File: config.mk
export PLATFORM = sky130hd
export DESIGN_NAME = ahb_req_decode
export DESIGN_NICKNAME = d
export VERILOG_FILES = /design/src/cache_pkg.sv /design/src/ahb_req_decode.sv
export SDC_FILE = /design/constraint.sdc
export NUM_CORES = 1
export LEC_CHECK = 0
export BUFFER_PORTS_ARGS = -buffer_cell sky130_fd_sc_hd__buf_2
export CORE_UTILIZATION = 35
export DETAILED_ROUTE_END_ITERATION = 16
export PLACE_DENSITY = 0.71
export SYNTH_ARGS = -nofsm -noshare
export SYNTH_HDL_FRONTEND = slang
export SYNTH_SLANG_ARGS = --single-unit
File: constraint.sdc
create_clock -name upstream_intf -period 2.9 [get_ports upstream_intf]
set_clock_uncertainty 0.2 [all_clocks]
set_input_delay 0.29 -clock upstream_intf [delete_from_list [all_inputs] [get_ports upstream_intf]]
set_output_delay 0.29 -clock upstream_intf [all_outputs]
set_load 0.005 [all_outputs]
File: src/cache_pkg.sv
package cache_pkg;

    // ====================
    // ahb encodings
    // ====================

    typedef enum logic [1:0] {
        trans_idle   = 2'b00,
        trans_busy   = 2'b01,
        trans_nonseq = 2'b10,
        trans_seq    = 2'b11
    } htrans_t;

    // incr4 and the wider bursts are never issued.
    typedef enum logic [2:0] {
        burst_single = 3'b000,
        burst_incr   = 3'b001,
        burst_wrap4  = 3'b010
    } hburst_t;

    // ====================
    // line geometry
    // ====================

    typedef logic [31:0] word_t;

    localparam int line_words  = 4;
    localparam int offset_bits = $clog2(line_words);  // word offset in a line.

    typedef logic [line_words*32-1:0] line_t;

endpackage
File: src/ahb_req_decode.sv
`timescale 1ns/1ps

module ahb_req_decode #(
    parameter int  cache_bytes = 8192,
    localparam int num_lines   = cache_bytes / (cache_pkg::line_words * 4),
    localparam int index_bits  = $clog2(num_lines),
    localparam int tag_bits    = 32 - index_bits - cache_pkg::offset_bits - 2
) (
    input  logic                              upstream_intf,
    input  logic                              reset,
    input  cache_pkg::word_t                  up_haddr,
    input  cache_pkg::htrans_t                up_htrans,
    input  logic                              up_hwrite,
    input  logic                              up_hready,
    input  cache_pkg::word_t                  up_hwdata,
    input  logic                              req_done,
    output logic                              req_valid,
    output logic                              req_write,
    output logic [tag_bits-1:0]               req_tag,
    output logic [index_bits-1:0]             req_index,
    output logic [cache_pkg::offset_bits-1:0] req_offset,
    output cache_pkg::word_t                  req_addr,
    output cache_pkg::word_t                  req_wdata
);

    import cache_pkg::*;

    logic accept;

    assign accept = up_hready && (up_htrans == trans_nonseq || up_htrans == trans_seq);

    always_ff @(posedge upstream_intf) begin
        if (reset) begin
            req_valid <= 1'b0;
            req_write <= 1'b0;
        end else if (accept) begin
            req_valid <= 1'b1;  // back to back, a new request replaces the done one.
            req_write <= up_hwrite;
        end else if (req_done) begin
            req_valid <= 1'b0;
        end
    end

    always_ff @(posedge upstream_intf) begin
        if (accept) begin
            req_addr <= up_haddr;
        end
        // master keeps hwdata steady while the data phase is stretched.
        if (req_valid && req_write && !up_hready) begin
            req_wdata <= up_hwdata;
        end
    end

    // tag | index | word offset | byte offset.
    assign req_offset = req_addr[2 +: offset_bits];
    assign req_index  = req_addr[2 + offset_bits +: index_bits];
    assign req_tag    = req_addr[31 -: tag_bits];

    // master holds a stalled address phase.
    assert property (@(posedge upstream_intf) disable iff (reset)
        (up_htrans != trans_idle && !up_hready) |=> ($stable(up_haddr) && $stable(up_htrans)))
        else $error("upstream address phase changed while stalled.");

endmodule

==> out/summary.txt <==
DRC violations left -> 0
initial antenna violation count -> 0
vias per cell -> 4.12
max_cap viols -> 0
adder-cell share of the synthesized area -> 0%
Ports -> 167
diode count -> 0
Pins Over Slew Limit -> 0
grt total ovfl -> 0
pwr dens -> 631 nW/um^2
Worst Hold Class -> in -> reg
Worst setup EP type -> flip-flop
syn avg cell area -> 21.3 um^2
clock root cell -> clkbuf_8
Tcrit/Tclk final -> 48.7%
Worst EP arrival -> 1200 ps
Placed Instances -> 317
clock transition at the registers of the reported paths -> 70 ps
post-synthesis sequential area ratio -> 87.7%
post-route insts no fill -> 398
vias in the first global route -> 1647
CTS Buf Count -> 9
mux share of post-synthesis cell area -> 0%
setup TNS -> 0 ps
area delta synth->final -> 74.9%
Slew @ Worst Pin -> 388 ps
clk buf depth -> 2
post-synthesis compound-gate area fraction -> 1.06%
static leakage -> 1.71 nW
first-pass GRT wire length -> 7.91 mm
worst skew pair latency -> 330 ps
Max-slew headroom -> 74.1%
largest net degree at the start of global routing -> 33
First-pass DRT Iterations -> 4
Die Height -> 82.0 um
port bufs -> 165
Syn. warnings -> 0
largest family of logic cells by synthesized area -> buffers and inverters
Avg WL per Cell -> 14.1 um
Syn Std Cell Area -> 2240 um^2
fraction of layout cells with a size suffix above 1 -> 57.3%
Worst Path Class, Setup -> reg -> reg
worst vdd ir -> 0.438 mV
final core occ -> 64.9%
area share of the largest cell type after synthesis -> 85.9%
Seq cells post-synth -> 66
Setup Viol. Count Final -> 0
Initial Util -> 37.1%
Setup crit start kind -> flip-flop
die width -> 82.0 um
status -> complete, no violations
Synth area leaders -> edfxtp_1 86%, buf_4 10%, dfxtp_1 1.8%
num rows -> 28
Post-Synth Simple-Gate Area -> 1.01%
WL final -> 5.62 mm
Nets -> 389
post-synthesis instance total -> 105
GRT Total Usage -> 17.1%
core area -> 6030 um^2
Fmax -> 0.708 GHz
WP data required -> 2690 ps
RSZ-0062 raised after global routing -> no
final instance area -> 3910 um^2
unique cell type count in the Yosys netlist -> 11
CTS sink count -> 66
drt initial violations -> 97
Final min period -> 1410 ps
area leader, netlist -> edfxtp_1
fillers -> 446
total number of vias -> 1639
final-report hold violation count -> 0
Routability Congestion -> 0.758
htree depth -> 3
xor/xnor share of the synthesized area -> 0%
Post-DP Area -> 2950 um^2
Routed Antenna Nets -> 0
syn_nets -> 176
die area -> 6720 um^2
CP Max Fanout -> 32
CTS tree -> done
==> cell families after synthesis <==
group / Yosys count
DFF: 66
and+or+nand+nor: 5
AOI/OAI and AO/OA: 3
buffers and inverters: 31
==> final cells by class <==
cell class / count / area (um^2) / share of cell area, %
Clock buffer: 9 / 124 / 3.17
Clock inverter: 7 / 189 / 4.83
Inverter: 1 / 3.75 / 0.0959
Multi-Input combinational cell: 8 / 48.8 / 1.25
Sequential cell: 66 / 1960 / 50.1
Tap cell: 75 / 93.8 / 2.40
Timing Repair Buffer: 232 / 1490 / 38.1
==> stage by stage <==
step                setup slack, ps  power [mW]  hold WS [ps]
global route                   1380        2.56          19.2
global placement               1460        1.24           266
finish                         1490        2.47          23.0
detailed placement             1430        1.25           268
CTS                            1460        2.50          5.26
floorplan                       512        1.18           152
==> final timing paths <==
path / from / endpoint / slack, ps / cells after the start
max: req_valid / req_wdata[9] / 1490 / 3
min: req_done / req_valid / 20 / 3
max reg2reg: req_valid / req_wdata[9] / 1490 / 3
min reg2reg: req_valid / req_valid / 290 / 2
==> flip-flops by register name (all words and copies together) (netlist names) <==
name,cells
req_addr,32
req_wdata,32
req_valid,1
req_write,1
==> cells in the mapped netlist, drive strengths merged <==
cell type	number
a21bo	1
a21oi	2
buf	30
dfxtp	2
edfxtp	64
inv	1
nand2	2
nand2b	1
nand3	1
nor2	1
==> report_power, final <==
part | internal [mW] | switching [mW] | total (mW) | leakage [nW]
sequential | 1.08 | 0.0158 | 1.10 | 0.605
clock | 0.834 | 0.342 | 1.18 | 0.154
combinational | 0.129 | 0.0656 | 0.195 | 0.955
total | 2.05 | 0.424 | 2.47 | 1.71
==> worst max-delay path, cell delays in order (launching register included) <==
cell,delay [ps]
dfxtp_1,350
nand2_1,70
nor2_2,80
buf_4,360
==> routing by layer <==
layer | vias up | global-route usage, % | part of all wire [%]
li1 | 784 | - | -
met1 | 738 | 15.8 | 33
met2 | 106 | 33.5 | 57
met3 | 11 | 4.67 | 8.4
met4 | 0 | 8.95 | 1.8
met5 | - | 0 | 0
==> repair_timing <==
action	4_1_cts	5_1_grt
buffers inserted	0	0
setup endpoints to repair	0	0
gates resized for setup	0	0
hold buffers	65	0
hold endpoints to repair	66	0
==> cell usage in the layout, fill, tap and decap left out <==
cell type	count
nand2b_1	1
dlygate4sd3_1	65
buf_2	165
dfxtp_1	2
a21oi_1	1
buf_4	2
nand2_1	2
inv_1	1
bufinv_16	6
clkbuf_8	9
nor2_2	1
a21bo_1	1
a21oi_2	1
edfxtp_1	64
nand3_1	1
clkinv_4	1
No activity file was read; power rests on OpenSTA's default activity.
