$ cat config.mk
export PLATFORM = sky130hd
export DESIGN_NAME = cache_response
export DESIGN_NICKNAME = d
export VERILOG_FILES = /design/src/cache_pkg.sv /design/src/cache_response.sv
export SDC_FILE = /design/constraint.sdc
export NUM_CORES = 1
export LEC_CHECK = 0
export BUFFER_PORTS_ARGS = -buffer_cell sky130_fd_sc_hd__buf_2
export CAP_MARGIN = 25
export CORE_MARGIN = 2
export CORE_UTILIZATION = 43
export CTS_BUF_LIST = sky130_fd_sc_hd__clkbuf_4 sky130_fd_sc_hd__clkbuf_8
export CTS_CLUSTER_DIAMETER = 50
export CTS_CLUSTER_SIZE = 40
export DETAILED_ROUTE_END_ITERATION = 16
export PLACE_DENSITY = 0.82
export SYNTH_ARGS = -nofsm -noshare
export SYNTH_HDL_FRONTEND = slang
export SYNTH_SLANG_ARGS = --single-unit
$ cat constraint.sdc
create_clock -name upstream_intf -period 1.1 [get_ports upstream_intf]
set_input_delay 0 -clock upstream_intf [delete_from_list [all_inputs] [get_ports upstream_intf]]
set_output_delay 0 -clock upstream_intf [all_outputs]
set_load 0.01 [all_outputs]
$ cat src/cache_pkg.sv
package cache_pkg;

    // ====================
    // ahb encodings
    // ====================

    typedef enum logic [1:0] {
        trans_idle   = 2'b00,
        trans_busy   = 2'b01,
        trans_nonseq = 2'b10,
        trans_seq    = 2'b11
    } htrans_t;

    // incr4 and the wider bursts are never issued.
    typedef enum logic [2:0] {
        burst_single = 3'b000,
        burst_incr   = 3'b001,
        burst_wrap4  = 3'b010
    } hburst_t;

    // ====================
    // line geometry
    // ====================

    typedef logic [31:0] word_t;

    localparam int line_words  = 4;
    localparam int offset_bits = $clog2(line_words);  // word offset in a line.

    typedef logic [line_words*32-1:0] line_t;

endpackage
$ cat src/cache_response.sv
`timescale 1ns/1ps

module cache_response (
    input  logic             upstream_intf,
    input  logic             reset,
    input  logic             req_valid,
    input  logic             req_write,
    input  logic             hit,
    input  cache_pkg::word_t hit_word,
    input  logic             refill_done,
    input  cache_pkg::word_t crit_word,
    output logic             fetch_start,
    output logic             write_start,
    output logic             invalidate,
    output logic             req_done,
    output logic             up_hready,
    output cache_pkg::word_t up_hrdata
);

    import cache_pkg::*;

    logic  waiting;   // downstream work outstanding.
    logic  done_q;    // response cycle after refill_done.
    logic  fresh;
    logic  read_hit;
    word_t resp_word;

    assign fresh       = req_valid && !waiting && !done_q;
    assign read_hit    = fresh && !req_write && hit;
    assign fetch_start = fresh && !req_write && !hit;
    assign write_start = fresh && req_write;
    assign invalidate  = write_start;

    assign req_done  = read_hit || done_q;
    assign up_hready = !req_valid || req_done;
    assign up_hrdata = done_q ? resp_word : hit_word;  // hit path has no wait state.

    always_ff @(posedge upstream_intf) begin
        if (reset) begin
            waiting <= 1'b0;
            done_q  <= 1'b0;
        end else begin
            done_q <= waiting && refill_done;
            if (fetch_start || write_start) begin
                waiting <= 1'b1;
            end else if (refill_done) begin
                waiting <= 1'b0;
            end
        end
    end

    always_ff @(posedge upstream_intf) begin
        if (refill_done) begin
            resp_word <= crit_word;
        end
    end

    // the refill engine only finishes work started here.
    assert property (@(posedge upstream_intf) disable iff (reset)
        refill_done |-> waiting)
        else $error("refill_done without an outstanding request.");

endmodule

==> results.json, run 1 <==
{
  "outcome": "complete, but fails checks",
  "violations": "setup timing",
  "cp-end-kind": "output pin",
  "yosysTopAreaCellShare_pct": 59.72,
  "place_congestion": 0.7077,
  "layout_min_cycle_time_ns": 1.302,
  "track_usage_pct": 20.61,
  "area_growth_syn_to_layout_pct": 75.51,
  "io_buffers": 106,
  "fp.dieH_microns": 65.17,
  "drive_above_1_share_pct": 68.53,
  "yosysUniqueCellTypes": 16,
  "hold_viol": 0,
  "required_ns": 1.10,
  "drt-total-wl_mm": 4.369,
  "clk_latency_ns": 0.27,
  "die_width_microns": 65.17,
  "fillers": 215,
  "wl_per_cell_microns": 15.60,
  "dieArea_sq_um": 4247,
  "gr-total-overflow": 0,
  "antenna_found_initial": 0,
  "clockRootBuffer": "clkbuf_8",
  "via_per_inst": 4.632,
  "setup_violations": 38,
  "max_cap_viol_count": 0,
  "dr.first_iter.drc_count": 54,
  "cts_buffer_depth": 2,
  "htree_num_levels": 2,
  "ant_nets": 0,
  "min_period_over_period_pct": 118.3,
  "hpwl_mm": 2.465,
  "holdWs_ns": 0.06224,
  "dr.pass1.iters": 4,
  "yosysTopAreaCell": "edfxtp_1",
  "cts_tree": "built",
  "antenna_cells": 0,
  "initial_core_util_pct": 44.28,
  "grt_pass1_wl_mm": 6.279,
  "netlist_instances": 82,
  "setup.worst_path.class": "reg2out",
  "cp_max_fo": 11,
  "grt_pass1_vias": 1301,
  "pre_cts_slack_ns": 0.03793,
  "cts_buffers": 5,
  "start_kind": "flip-flop",
  "row_count": 22,
  "drc": 0,
  "numClockSinks": 34,
  "ios": 107,
  "clk_pin_slew_ns": 0.06,
  "nets": 301,
  "min_path_type": "in2reg",
  "setup_ws_ns": -0.2017,
  "netlist_top_cells_area": "edfxtp_1 60%, mux2_4 27%, buf_6 2.8%",
  "peakVddDrop_v": 0.0006358,
  "ys_warn_count": 0,
  "syn_nets": 152,
  "via_count": 1297,
  "worstMarginPinSlew_ns": 0.2069,
  "multi_input_area_sq_um": 578.1,
  "synth_area_sq_um": 1609,
  "rsz0062_at_grt": "yes",
  "seqCellArea_sq_um": 1006,
  "finClkSkew_ns": 0.001765,
  "synth-seq-cells": 34,
  "cp.arrival_ns": 1.30,
  "grt_max_degree": 34,
  "power_density_nw_per_um2": 1097,
  "leakagePower_nw": 1.290,
  "slew-limit-headroom_pct": 86.06,
  "core-area_sq_um": 3633,
  "ys_seq_area_share_pct": 62.21,
  "maxSlewViolCount": 0,
  "fmax_mhz": 768.2,
  "syn_area_per_cell_sq_um": 19.62
}
[worst max-delay path: stages, from the launching register on]
cell and delay (ns):
dfxtp_4 0.41, buf_12 0.17, mux2_4 0.32, buf_6 0.13
[sequential cells by signal (all words and copies together) (netlist names)]
register and flops:
done_q 1, waiting 1, resp_word 32
[worst paths after layout]
| kind | to | depth (start not counted) | slack [ns] | from |
|---|---|---|---|---|
| max reg2reg | waiting | 5 | -0.09 | done_q |
| max | up_hrdata[2] | 3 | -0.20 | done_q |
| min | waiting | 3 | 0.06 | refill_done |
| min reg2reg | done_q | 2 | 0.49 | waiting |
[stage by stage]
stage | total power, mW | util (%) | cell area, sq um | instances | setup TNS, ns
after global placement | 2.047 | 60.78 | 2208 | 235 | 0
after global routing | 3.233 | 77.72 | 2824 | 280 | -8.217
after CTS | 3.097 | 77.13 | 2803 | 279 | -7.153
after detailed placement | 2.061 | 60.78 | 2208 | 235 | 0
after floorplan | 1.808 | - | 1614 | 82 | 0
final | 3.098 | 77.72 | 2824 | 280 | -6.576
[timing repair]
item / 4_1_cts / 5_1_grt
setup endpoints to repair: 37 / 38
buffers inserted: 2 / 1
hold buffers: 33 / 0
cloned: 1 / 0
pin swaps: 1 / 1
gates resized for setup: 25 / 3
endpoints found under the hold margin: 34 / 0
[layout make-up]
type                    instances  share of cell area, %
well taps                      48                  2.127
clock buffers                   6                  2.703
repair buffers                147                  38.77
multi-input cells              43                  20.47
flip-flops and latches         34                  35.62
clock inverters                 2                 0.3101
[power breakdown]
group / switching [mW] / internal, mW
Sequential: 0.0405 / 1.53
Clock: 0.406 / 0.459
Combinational: 0.233 / 0.434
[placed cells by master (no fill, tap or decap)]
master / instances
nor3b_2: 1
clkbuf_8: 5
dfxtp_4: 1
mux2_4: 32
nor4_2: 1
nor2_1: 2
edfxtp_1: 32
clkinv_1: 1
nor2b_1: 1
buf_16: 1
buf_6: 21
dfxtp_2: 1
a21o_1: 1
nand2_1: 1
a31o_1: 1
buf_12: 2
clkinv_2: 1
clkbuf_4: 1
o41ai_2: 1
nand2b_4: 1
buf_4: 4
dlygate4sd3_1: 33
buf_2: 86
or3b_1: 1
[cell usage after synthesis]
master	number
edfxtp_1	32
mux2_4	29
buf_6	4
mux2_2	3
dfxtp_1	2
nor2_1	2
a21o_1	1
a31o_1	1
buf_4	1
nand2_1	1
nand2b_4	1
nor2b_1	1
nor3b_1	1
nor4_1	1
o41ai_2	1
or3b_1	1
[routing by layer]
| metal | vias to the layer above | global-route usage, % | wire (microns) |
|---|---|---|---|
| met3 | 10 | 3.938 | 230 |
| met5 | - | 0 | 0 |
| met1 | 608 | 21.18 | 1574 |
| li1 | 614 | - | - |
| met4 | 0 | 10.42 | 129 |
| met2 | 65 | 39.29 | 2434 |
[kinds of logic after synthesis]
logic type	Yosys count	synth area share, %
multiplexers	32	29.16
buffers and inverters	5	3.266
flip-flops	34	62.21
AO/OA/AOI/OAI	3	2.022
AND/OR/NAND/NOR	8	3.344
Note: power is estimated with default switching activity, not from simulation.
==> run 2: changes to the inputs <==
Settings changed: ABC_AREA from default to 1, CORE_UTILIZATION 43 to 42.
==> results.json, run 2 <==
{
  "netlist_instances": 155,
  "dr.first_iter.drc_count": 32,
  "yosysUniqueCellTypes": 15,
  "min_period_over_period_pct": 113.4,
  "fmax_mhz": 801.6,
  "clk_pin_slew_ns": 0.09,
  "via_count": 1570,
  "netlist_top_cells_area": "edfxtp_1 63%, nand2_1 24%, dfxtp_1 2.6%",
  "dieArea_sq_um": 4117,
  "nets": 372,
  "synth_edf_count": 32,
  "yosys.cell_count.top_type": "nand2_1",
  "final_common_cell": "buf_2",
  "setup.worst_path.class": "reg2out",
  "worstMarginPinSlew_ns": 0.1797,
  "regMostFlops": "resp_word",
  "cts_buffer_depth": 2,
  "ios": 107,
  "largest_reg_flops": 32,
  "cts_tree": "built",
  "holdWs_ns": 0.02948,
  "setup_violations": 37,
  "cts_buffers": 5,
  "clockRootBuffer": "clkbuf_4",
  "start_kind": "flip-flop",
  "drt-total-wl_mm": 4.185,
  "max_cap_viol_count": 0,
  "initial_core_util_pct": 44.51,
  "rsz0062_at_grt": "yes",
  "setup_ws_ns": -0.1475,
  "wl_per_cell_microns": 12.03,
  "die_width_microns": 64.16,
  "fp.dieH_microns": 64.16,
  "layout_min_cycle_time_ns": 1.247,
  "syn_area_per_cell_sq_um": 9.808,
  "numClockSinks": 34,
  "clk_latency_ns": 0.32,
  "grt_max_degree": 35,
  "cp-end-kind": "output pin",
  "most-common-layout-cells": "104 x buf_2, 99 x nand2_1, 34 x dlygate4sd3_1, 32 x edfxtp_1, 7 x clkbuf_4",
  "rrSetupSlack_ns": 0.18,
  "cp.arrival_ns": 1.25,
  "min_path_type": "in2reg",
  "dr.pass1.iters": 4,
  "yosysTopAreaCellShare_pct": 63.21,
  "track_usage_pct": 21.17,
  "hpwl_mm": 2.441,
  "synth_commonest_cells": "99 x nand2_1, 32 x edfxtp_1, 4 x buf_4, 4 x inv_1, 3 x buf_2",
  "antenna_found_initial": 0,
  "row_count": 21,
  "finClkSkew_ns": 0.00009046,
  "maxSlewViolCount": 0,
  "setup_tns_ns": -2.781,
  "grt_pass1_wl_mm": 6.589,
  "synth_area_sq_um": 1520,
  "via_per_inst": 4.511,
  "io_buffers": 106,
  "required_ns": 1.10,
  "async_flop_share_pct": 0,
  "core-area_sq_um": 3416,
  "ys_warn_count": 0,
  "ys_seq_area_share_pct": 65.84,
  "ant_nets": 0,
  "power_density_nw_per_um2": 1084,
  "slew-limit-headroom_pct": 88.02,
  "leakagePower_nw": 1.297,
  "hold_viol": 0,
  "drive_above_1_share_pct": 43.05,
  "synth-seq-cells": 34,
  "violations": "setup timing",
  "drc": 0,
  "syn_nets": 225,
  "synth_flop_cell": "edfxtp_1",
  "yosysTopAreaCell": "edfxtp_1",
  "place_congestion": 0.7228,
  "outcome": "complete, but fails checks",
  "peakVddDrop_v": 0.0008306,
  "grt_pass1_vias": 1591,
  "reg_top3": "resp_word (32), done_q (1), waiting (1)",
  "antenna_cells": 0,
  "htree_num_levels": 2,
  "cp_max_fo": 5,
  "area_growth_syn_to_layout_pct": 67.65,
  "gr-total-overflow": 0
}
run 2: worst max-delay path: stages, from the launching register on:
cell	delay [ns]
dfxtp_4	0.37
inv_6	0.07
nand2_4	0.05
nor2_4	0.10
inv_2	0.07
nor2_4	0.13
buf_6	0.13
run 2: logic make-up (layout without fill, tap and decap cells):
group | count (synthesis) | after routing | synth area share [%]
AO/OA/AOI/OAI | 2 | 2 | 1.152
buffers and inverters | 13 | 160 | 5.267
flip-flops | 34 | 34 | 65.84
AND/OR/NAND/NOR | 106 | 106 | 27.74
run 2: where the power goes:
group          leakage (nW)  total (mW)  switching (mW)  internal [mW]
registers             0.330        1.55          0.0297           1.52
clock network        0.0322       0.667           0.376          0.290
logic                 0.935       0.544           0.247          0.297
total                  1.30        2.76           0.653           2.11
run 2: layer usage:
| metal | GRT usage (%) | wire (microns) | vias up |
|---|---|---|---|
| li1 | - | - | 785 |
| met1 | 19.52 | 1441 | 698 |
| met4 | 12.23 | 112 | 0 |
| met3 | 5.458 | 284 | 14 |
| met2 | 41.02 | 2346 | 73 |
| met5 | 0 | 0 | - |
run 2: timing repair:
action,in CTS,in global routing
resized for setup,5,4
hold buffers,34,0
hold endpoints to repair,34,0
setup buffers,3,0
setup endpoints to repair,37,37
pin swaps,2,2
run 2: final timing paths:
path	start	end	cells past startpoint
setup reg to reg	done_q	waiting	6
hold reg to reg	waiting	done_q	2
hold / removal	hit	waiting	4
setup / recovery	done_q	write_start	6
run 2: layout make-up:
class	instances	area, sq um
inverters	5	23.77
multi-input cells	108	446.7
flip-flops and latches	34	1005
well taps	46	57.56
fillers	256	867.1
clock buffers	7	52.55
repair buffers	148	963.4
run 2: per-stage QoR:
step | instance area, sq um | power [mW] | setup WS [ns] | util, % | instances
2_1_floorplan | 1520 | 1.749 | 0.06445 | - | 155
3_3_place_gp | 2102 | 1.986 | 0.1344 | 61.54 | 304
3_5_place_dp | 2102 | 1.999 | 0.1067 | 61.54 | 304
4_1_cts | 2527 | 2.750 | -0.1518 | 73.99 | 348
5_1_grt | 2549 | 2.923 | -0.2242 | 74.62 | 348
6_report | 2549 | 2.762 | -0.1475 | 74.62 | 348
