`src/cache_pkg.sv`:
```
package cache_pkg;

    // ====================
    // ahb encodings
    // ====================

    typedef enum logic [1:0] {
        trans_idle   = 2'b00,
        trans_busy   = 2'b01,
        trans_nonseq = 2'b10,
        trans_seq    = 2'b11
    } htrans_t;

    // incr4 and the wider bursts are never issued.
    typedef enum logic [2:0] {
        burst_single = 3'b000,
        burst_incr   = 3'b001,
        burst_wrap4  = 3'b010
    } hburst_t;

    // ====================
    // line geometry
    // ====================

    typedef logic [31:0] word_t;

    localparam int line_words  = 4;
    localparam int offset_bits = $clog2(line_words);  // word offset in a line.

    typedef logic [line_words*32-1:0] line_t;

endpackage
```
`src/line_refill.sv`:
```
`timescale 1ns/1ps

module line_refill (
    input  logic               upstream_intf,
    input  logic               reset,
    input  logic               fetch_start,
    input  logic               write_start,
    input  cache_pkg::word_t   req_addr,
    input  cache_pkg::word_t   req_wdata,
    input  logic               dn_hready,
    input  cache_pkg::word_t   dn_hrdata,
    output cache_pkg::word_t   dn_haddr,
    output cache_pkg::htrans_t dn_htrans,
    output cache_pkg::hburst_t dn_hburst,
    output logic               dn_hwrite,
    output cache_pkg::word_t   dn_hwdata,
    output logic               fill_valid,
    output cache_pkg::line_t   fill_line,
    output cache_pkg::word_t   crit_word,
    output logic               refill_done
);

    import cache_pkg::*;

    typedef enum logic [1:0] {st_idle, st_addr, st_data} state_t;

    state_t                   state;
    logic                     is_write;
    logic [offset_bits:0]     addr_cnt;  // address beats accepted.
    logic [offset_bits-1:0]   data_cnt;  // data beats taken.
    logic [29-offset_bits:0]  line_base;
    logic [offset_bits-1:0]   crit_off;
    logic [offset_bits-1:0]   addr_off;
    logic [offset_bits-1:0]   data_off;
    logic                     last_beat;
    line_t                    line_buf;

    // wrap4 offsets roll over inside the line.
    assign addr_off  = crit_off + addr_cnt[offset_bits-1:0];
    assign data_off  = crit_off + data_cnt;
    assign last_beat = is_write || (data_cnt == line_words - 1);

    always_ff @(posedge upstream_intf) begin
        if (reset) begin
            state    <= st_idle;
            is_write <= 1'b0;
            addr_cnt <= '0;
            data_cnt <= '0;
        end else begin
            case (state)
                st_idle: begin
                    if (fetch_start || write_start) begin
                        state    <= st_addr;
                        is_write <= write_start;
                        addr_cnt <= '0;
                        data_cnt <= '0;
                    end
                end
                st_addr: begin
                    if (dn_hready) begin
                        state    <= st_data;
                        addr_cnt <= addr_cnt + 1'b1;
                    end
                end
                st_data: begin
                    // next address rides along with the current data beat.
                    if (dn_hready) begin
                        data_cnt <= data_cnt + 1'b1;
                        if (addr_cnt != line_words) begin
                            addr_cnt <= addr_cnt + 1'b1;
                        end
                        if (last_beat) begin
                            state <= st_idle;
                        end
                    end
                end
                default: state <= st_idle;
            endcase
        end
    end

    always_ff @(posedge upstream_intf) begin
        if (state == st_idle && (fetch_start || write_start)) begin
            line_base <= req_addr[31:offset_bits+2];
            crit_off  <= req_addr[2 +: offset_bits];
        end
        if (state == st_data && dn_hready && !is_write) begin
            line_buf[data_off*32 +: 32] <= dn_hrdata;
        end
    end

    // ====================
    // downstream bus
    // ====================

    always_comb begin
        dn_htrans = trans_idle;
        dn_hburst = burst_single;
        if (state == st_addr) begin
            dn_htrans = trans_nonseq;
        end else if (state == st_data && !is_write && addr_cnt != line_words) begin
            dn_htrans = trans_seq;
        end
        if (state != st_idle && !is_write) begin
            dn_hburst = burst_wrap4;
        end
    end

    assign dn_haddr  = {line_base, addr_off, 2'b00};
    assign dn_hwrite = (state == st_addr) && is_write;
    assign dn_hwdata = (state == st_data && is_write) ? req_wdata : '0;

    assign refill_done = (state == st_data) && dn_hready && last_beat;
    assign fill_valid  = refill_done && !is_write;
    assign crit_word   = line_buf[crit_off*32 +: 32];  // first beat of the burst.

    always_comb begin
        fill_line = line_buf;
        fill_line[data_off*32 +: 32] = dn_hrdata;  // last beat goes straight in.
    end

    // starts only arrive while the engine is idle.
    assert property (@(posedge upstream_intf) disable iff (reset)
        (state != st_idle) |-> !(fetch_start || write_start))
        else $error("refill start while the downstream engine is busy.");

endmodule

```
`config.mk`:
```
export PLATFORM = sky130hd
export DESIGN_NAME = line_refill
export DESIGN_NICKNAME = d
export VERILOG_FILES = /design/src/cache_pkg.sv /design/src/line_refill.sv
export SDC_FILE = /design/constraint.sdc
export NUM_CORES = 1
export LEC_CHECK = 0
export BUFFER_PORTS_ARGS = -buffer_cell sky130_fd_sc_hd__buf_2
export CORE_AREA = 3 3 138 140
export DETAILED_ROUTE_END_ITERATION = 10
export DIE_AREA = 0 0 141 143
export PLACE_DENSITY = 0.82
export SLEW_MARGIN = 30
export SYNTH_ARGS = -nofsm -noshare
export SYNTH_HDL_FRONTEND = slang
export SYNTH_SLANG_ARGS = --single-unit
```
`constraint.sdc`:
```
create_clock -name upstream_intf -period 5.9 [get_ports upstream_intf]
set_input_delay 0 -clock upstream_intf [delete_from_list [all_inputs] [get_ports upstream_intf]]
set_output_delay 0 -clock upstream_intf [all_outputs]
set_load 0.005 [all_outputs]
```
==> Flow_metrics.wiki <==
{| class="wikitable"
! Metric !! Value
|-
| Via count of the first global-routing pass || 6977
|-
| Net switching fraction of the power || 37.57%
|-
| Share of post-route cells with drive strength above 1 || ~41%
|-
| Cell taking the most area after synthesis || sky130_fd_sc_hd__edfxtp_1
|-
| First-iteration detailed-routing DRC count || between 400 and 500
|-
| Internal power summed over all cells || 2.960 mW
|-
| Required time at the endpoint of the critical path || 5900 ps
|-
| Fraction of registers with async set/reset || 0%
|-
| Number of instances in the synthesized netlist || approximately 610
|-
| Worst hold path class || input pin to register
|-
| DRC violation count after routing || 0
|-
| Sequential cell area || around 0.0049 sq mm
|-
| Switching component of the power || 1.781 mW
|-
| Number of synthesized flops with an enable pin || 158
|-
| Combinational cell fraction of total power || 41.4%
|-
| Count of filler cells inserted in the layout || 1391
|-
| Clock-pin slew on the worst setup and hold paths || 80 ps
|-
| Clock power share || 23.6%
|-
| Number of cells traversed by the worst hold path || 3
|-
| Area of all placed cells without fillers || 0.01109 sq mm
|-
| Fin. max-slew vios || 0
|-
| Overflow left after global routing || 0
|-
| Floorplan die height || 143 um
|-
| Slack of the worst reg-to-reg path || 2170 ps
|-
| Hold endpoint || state[0]
|-
| Sequential Power Share || 35.0%
|-
| Warning count from the yosys run || 0
|-
| Post-CTS sizing || 0
|-
| Clock buffer count from CTS || 17
|-
| Multi-input combinational cell area || 0.002776 sq mm
|-
| R2r endpoint || line_buf[92]
|-
| Clock tree from TritonCTS || built
|-
| Total GRT Usage || 24.95%
|-
| Starting utilization of the core area || 44.88%
|-
| Post-DRT Antenna Nets || 0
|-
| Worst-skew pair later-pin latency || 420 ps
|-
| Top cell type's share of synthesized area || 58.85%
|-
| HPWL after DPL || around 16 mm
|-
| Critical path class || register to output pin
|-
| Number of port buffers || 326
|-
| Post-synthesis instance area || just over 0.008 sq mm
|-
| Hold Crit Start || dn_hready
|-
| Status || finished, final reports clean
|-
| CP endpoint kind || output pin
|-
| Initial DRT Pass Iterations || 5
|-
| Clock skew after layout || 12.18 ps
|-
| DR WL/cell || about 21 um
|-
| Layout Nets || 1099
|-
| Transition at the pin with the smallest max-transition slack || 842.7 ps
|-
| Worst reg2reg path startpoint || crit_off[0]
|-
| DR vias || 6829
|-
| Via/cell ratio || 5.566
|-
| Post-Route Setup TNS || 0 ps
|-
| Signal arrival time at the worst endpoint || 4120 ps
|-
| Achievable clock frequency || 242.6 MHz
|-
| Max clock buf depth || 2
|-
| Number of antenna repair diodes || 0
|-
| Ports placed on the boundary || 333
|-
| Horizontal die dimension || 141 um
|-
| Worst r2r path cells || 9
|-
| Final Core Density || between 60 and 70%
|-
| Number of antenna violations at the first check in global routing || 0
|-
| Cell types occupying the most area after synthesis || sky130_fd_sc_hd__edfxtp_1, sky130_fd_sc_hd__mux4_2, sky130_fd_sc_hd__a22o_1
|-
| Fraction of the cycle the final worst path needs || 69.85%
|-
| Global-route wire length before repair || a little under 40 mm
|-
| Sequential cell area fraction in the yosys report || between 60% and 70%
|-
| Weighted congestion reported at the end of routability-driven placement || around 0.83
|-
| Main flop type after synthesis || sky130_fd_sc_hd__edfxtp_1
|-
| Total number of H-tree levels || 4
|-
| Worst-case headroom to the max-slew limit || 43.75%
|-
| Hold violation count in the final report || 0
|-
| Number of sinks driven by the clock tree || 166
|-
| Layout overhead on the synthesized area || 37.62%
|-
| Placeable core region || 0.01796 sq mm
|-
| Total cell area at the placement stage || 0.009841 sq mm
|-
| Pwr dens || 427.4 mW/mm^2
|-
| Mean instance size in the synthesized netlist || 13.24 sq um
|-
| Count of unique library cells instantiated by Yosys || 40
|-
| Synthesis-stage register bit count || 166
|-
| Max IR drop VDD || 0.0003369 V
|-
| Total number of placement rows || 49
|-
| Time the worst path needs with I/O delays and setup || just over 4000 ps
|-
| Setup violators final || 0
|-
| Largest net degree at the start of global routing || 65
|-
| Critical-path maximum fanout || 34
|-
| Leakage component of the power || 4.859 nW
|-
| Total of max-cap violations || 0
|-
| Root Buffer || sky130_fd_sc_hd__clkbuf_16
|-
| DIE AREA || 0.02016 sq mm
|-
| Drt total wl || 25.80 mm
|-
| Kind of start point of the critical path || register
|-
| RSZ-0062 raised after global routing || false
|}
-- power by group through the flow --
| stage | Combinational [mW] | Clock (mW) | Sequential [mW] |
|---|---|---|---|
| 5_1_grt | 2.12 | 1.19 | 1.68 |
| 4_1_cts | 1.94 | 1.14 | 1.65 |
| 3_5_place_dp | 1.89 | 0 | 1.68 |
| 2_1_floorplan | 1.07 | 0 | 1.67 |
| 3_3_place_gp | 1.85 | 0 | 1.67 |
| 6_report | 1.96 | 1.12 | 1.66 |
-- critical path: stages (launching register included) --
cell and delay [ps]:
sky130_fd_sc_hd__edfxtp_1 330, sky130_fd_sc_hd__buf_4 590, sky130_fd_sc_hd__ha_1 400, sky130_fd_sc_hd__xnor2_4 160, sky130_fd_sc_hd__xnor2_4 150, sky130_fd_sc_hd__inv_2 130, sky130_fd_sc_hd__ha_1 320, sky130_fd_sc_hd__nor4b_4 720
sky130_fd_sc_hd__buf_4 480, sky130_fd_sc_hd__a22o_1 250, sky130_fd_sc_hd__buf_2 130
-- cell families (layout without fill, tap and decap cells) --
family | count (synthesis) | in the layout | share of synthesized area (%)
DFF | 166 | 166 | 60.84
and+or+nand+nor | 162 | 162 | 9.824
AOI/OAI and AO/OA | 138 | 138 | 11.94
buffers and inverters | 90 | 476 | 5.122
muxes | 35 | 35 | 9.312
adders and majority gates | 13 | 13 | 2.018
xor gates and xnor gates | 4 | 4 | 0.9002
other | 1 | 4 | 0.04652
-- worst max path at each step --
stage | start | end | slack [ps] | cells after the start
after floorplan | state[0] | line_buf[0] | 1380 | 5
after global placement | crit_off[0] | line_buf[95] | 2270 | 9
final | crit_off[0] | fill_line[92] | 1780 | 10
after detailed placement | crit_off[0] | line_buf[81] | 2210 | 9
after global routing | crit_off[0] | fill_line[65] | 1530 | 10
after CTS | crit_off[0] | fill_line[92] | 1700 | 10
-- state kept, by name (all words and copies together) (netlist names) --
name,cells
crit_off,2
is_write,1
line_base,28
state,2
data_cnt,2
addr_cnt,3
line_buf,128
-- area by class of cell --
cell class                 instances  share of cell area, %
sequential                       166                  44.21
multi-input combinational        356                  25.03
timing repair buffer             403                  21.38
clock buffer                      17                  3.834
tap                              229                  2.583
clock inverter                    15                  1.579
inverter                          41                  1.387
-- layout by cell type, fill, tap and decap left out, types with 2 or more instances in the layout --
cell	Yosys	layout
sky130_fd_sc_hd__and2_1	3	2
sky130_fd_sc_hd__clkinv_8	0	5
sky130_fd_sc_hd__o21ai_0	60	60
sky130_fd_sc_hd__nand2b_1	2	2
sky130_fd_sc_hd__dfxtp_1	8	8
sky130_fd_sc_hd__inv_8	0	4
sky130_fd_sc_hd__nor2_1	7	7
sky130_fd_sc_hd__clkinv_4	0	2
sky130_fd_sc_hd__nor2b_1	2	2
sky130_fd_sc_hd__nor4b_4	2	3
sky130_fd_sc_hd__nor3b_1	3	3
sky130_fd_sc_hd__ha_1	13	12
sky130_fd_sc_hd__edfxtp_1	158	158
sky130_fd_sc_hd__nand2_1	103	102
sky130_fd_sc_hd__o21ai_1	5	5
sky130_fd_sc_hd__inv_1	40	40
sky130_fd_sc_hd__inv_6	0	3
sky130_fd_sc_hd__dlygate4sd3_1	0	65
sky130_fd_sc_hd__xnor2_1	2	2
sky130_fd_sc_hd__mux4_2	32	32
sky130_fd_sc_hd__a22o_1	64	64
sky130_fd_sc_hd__clkbuf_16	0	17
sky130_fd_sc_hd__conb_1	1	4
sky130_fd_sc_hd__buf_4	4	12
sky130_fd_sc_hd__buf_2	6	326
sky130_fd_sc_hd__and3_1	34	34
sky130_fd_sc_hd__mux2i_1	3	3
sky130_fd_sc_hd__xnor2_4	2	2
-- Yosys cell counts, types with 6 or more instances --
| cell | count |
|---|---|
| sky130_fd_sc_hd__edfxtp_1 | 158 |
| sky130_fd_sc_hd__nand2_1 | 103 |
| sky130_fd_sc_hd__a22o_1 | 64 |
| sky130_fd_sc_hd__o21ai_0 | 60 |
| sky130_fd_sc_hd__inv_1 | 40 |
| sky130_fd_sc_hd__and3_1 | 34 |
| sky130_fd_sc_hd__clkbuf_1 | 32 |
| sky130_fd_sc_hd__mux4_2 | 32 |
| sky130_fd_sc_hd__ha_1 | 13 |
| sky130_fd_sc_hd__dfxtp_1 | 8 |
| sky130_fd_sc_hd__buf_6 | 7 |
| sky130_fd_sc_hd__nor2_1 | 7 |
| sky130_fd_sc_hd__buf_2 | 6 |
-- repair_timing --
| item | in CTS | in global routing |
|---|---|---|
| hold endpoints to repair | 138 | 0 |
| buffers inserted | 0 | 0 |
| setup endpoints to repair | 0 | 0 |
| hold buffers | 65 | 0 |
-- through the flow --
| step | instances | hold slack (ps) | setup WS, ps | total power [mW] |
|---|---|---|---|---|
| finish | 1227 | 118.6 | 1779 | 4.741 |
| global placement | 1130 | 176.6 | 2266 | 3.523 |
| floorplan | 612 | 98.87 | 1377 | 2.740 |
| global route | 1227 | 87.83 | 1534 | 4.981 |
| CTS | 1227 | 92.56 | 1699 | 4.738 |
| detailed placement | 1130 | 178.1 | 2213 | 3.568 |
-- per-layer routing --
metal / global-route usage [%] / part of all wire, %
met3: 6.196 / 7.5
met5: 0 / 0
met2: 42.39 / 51
met4: 8.771 / 2.4
met1: 31.36 / 39
Note: power is estimated with default switching activity, not from simulation.
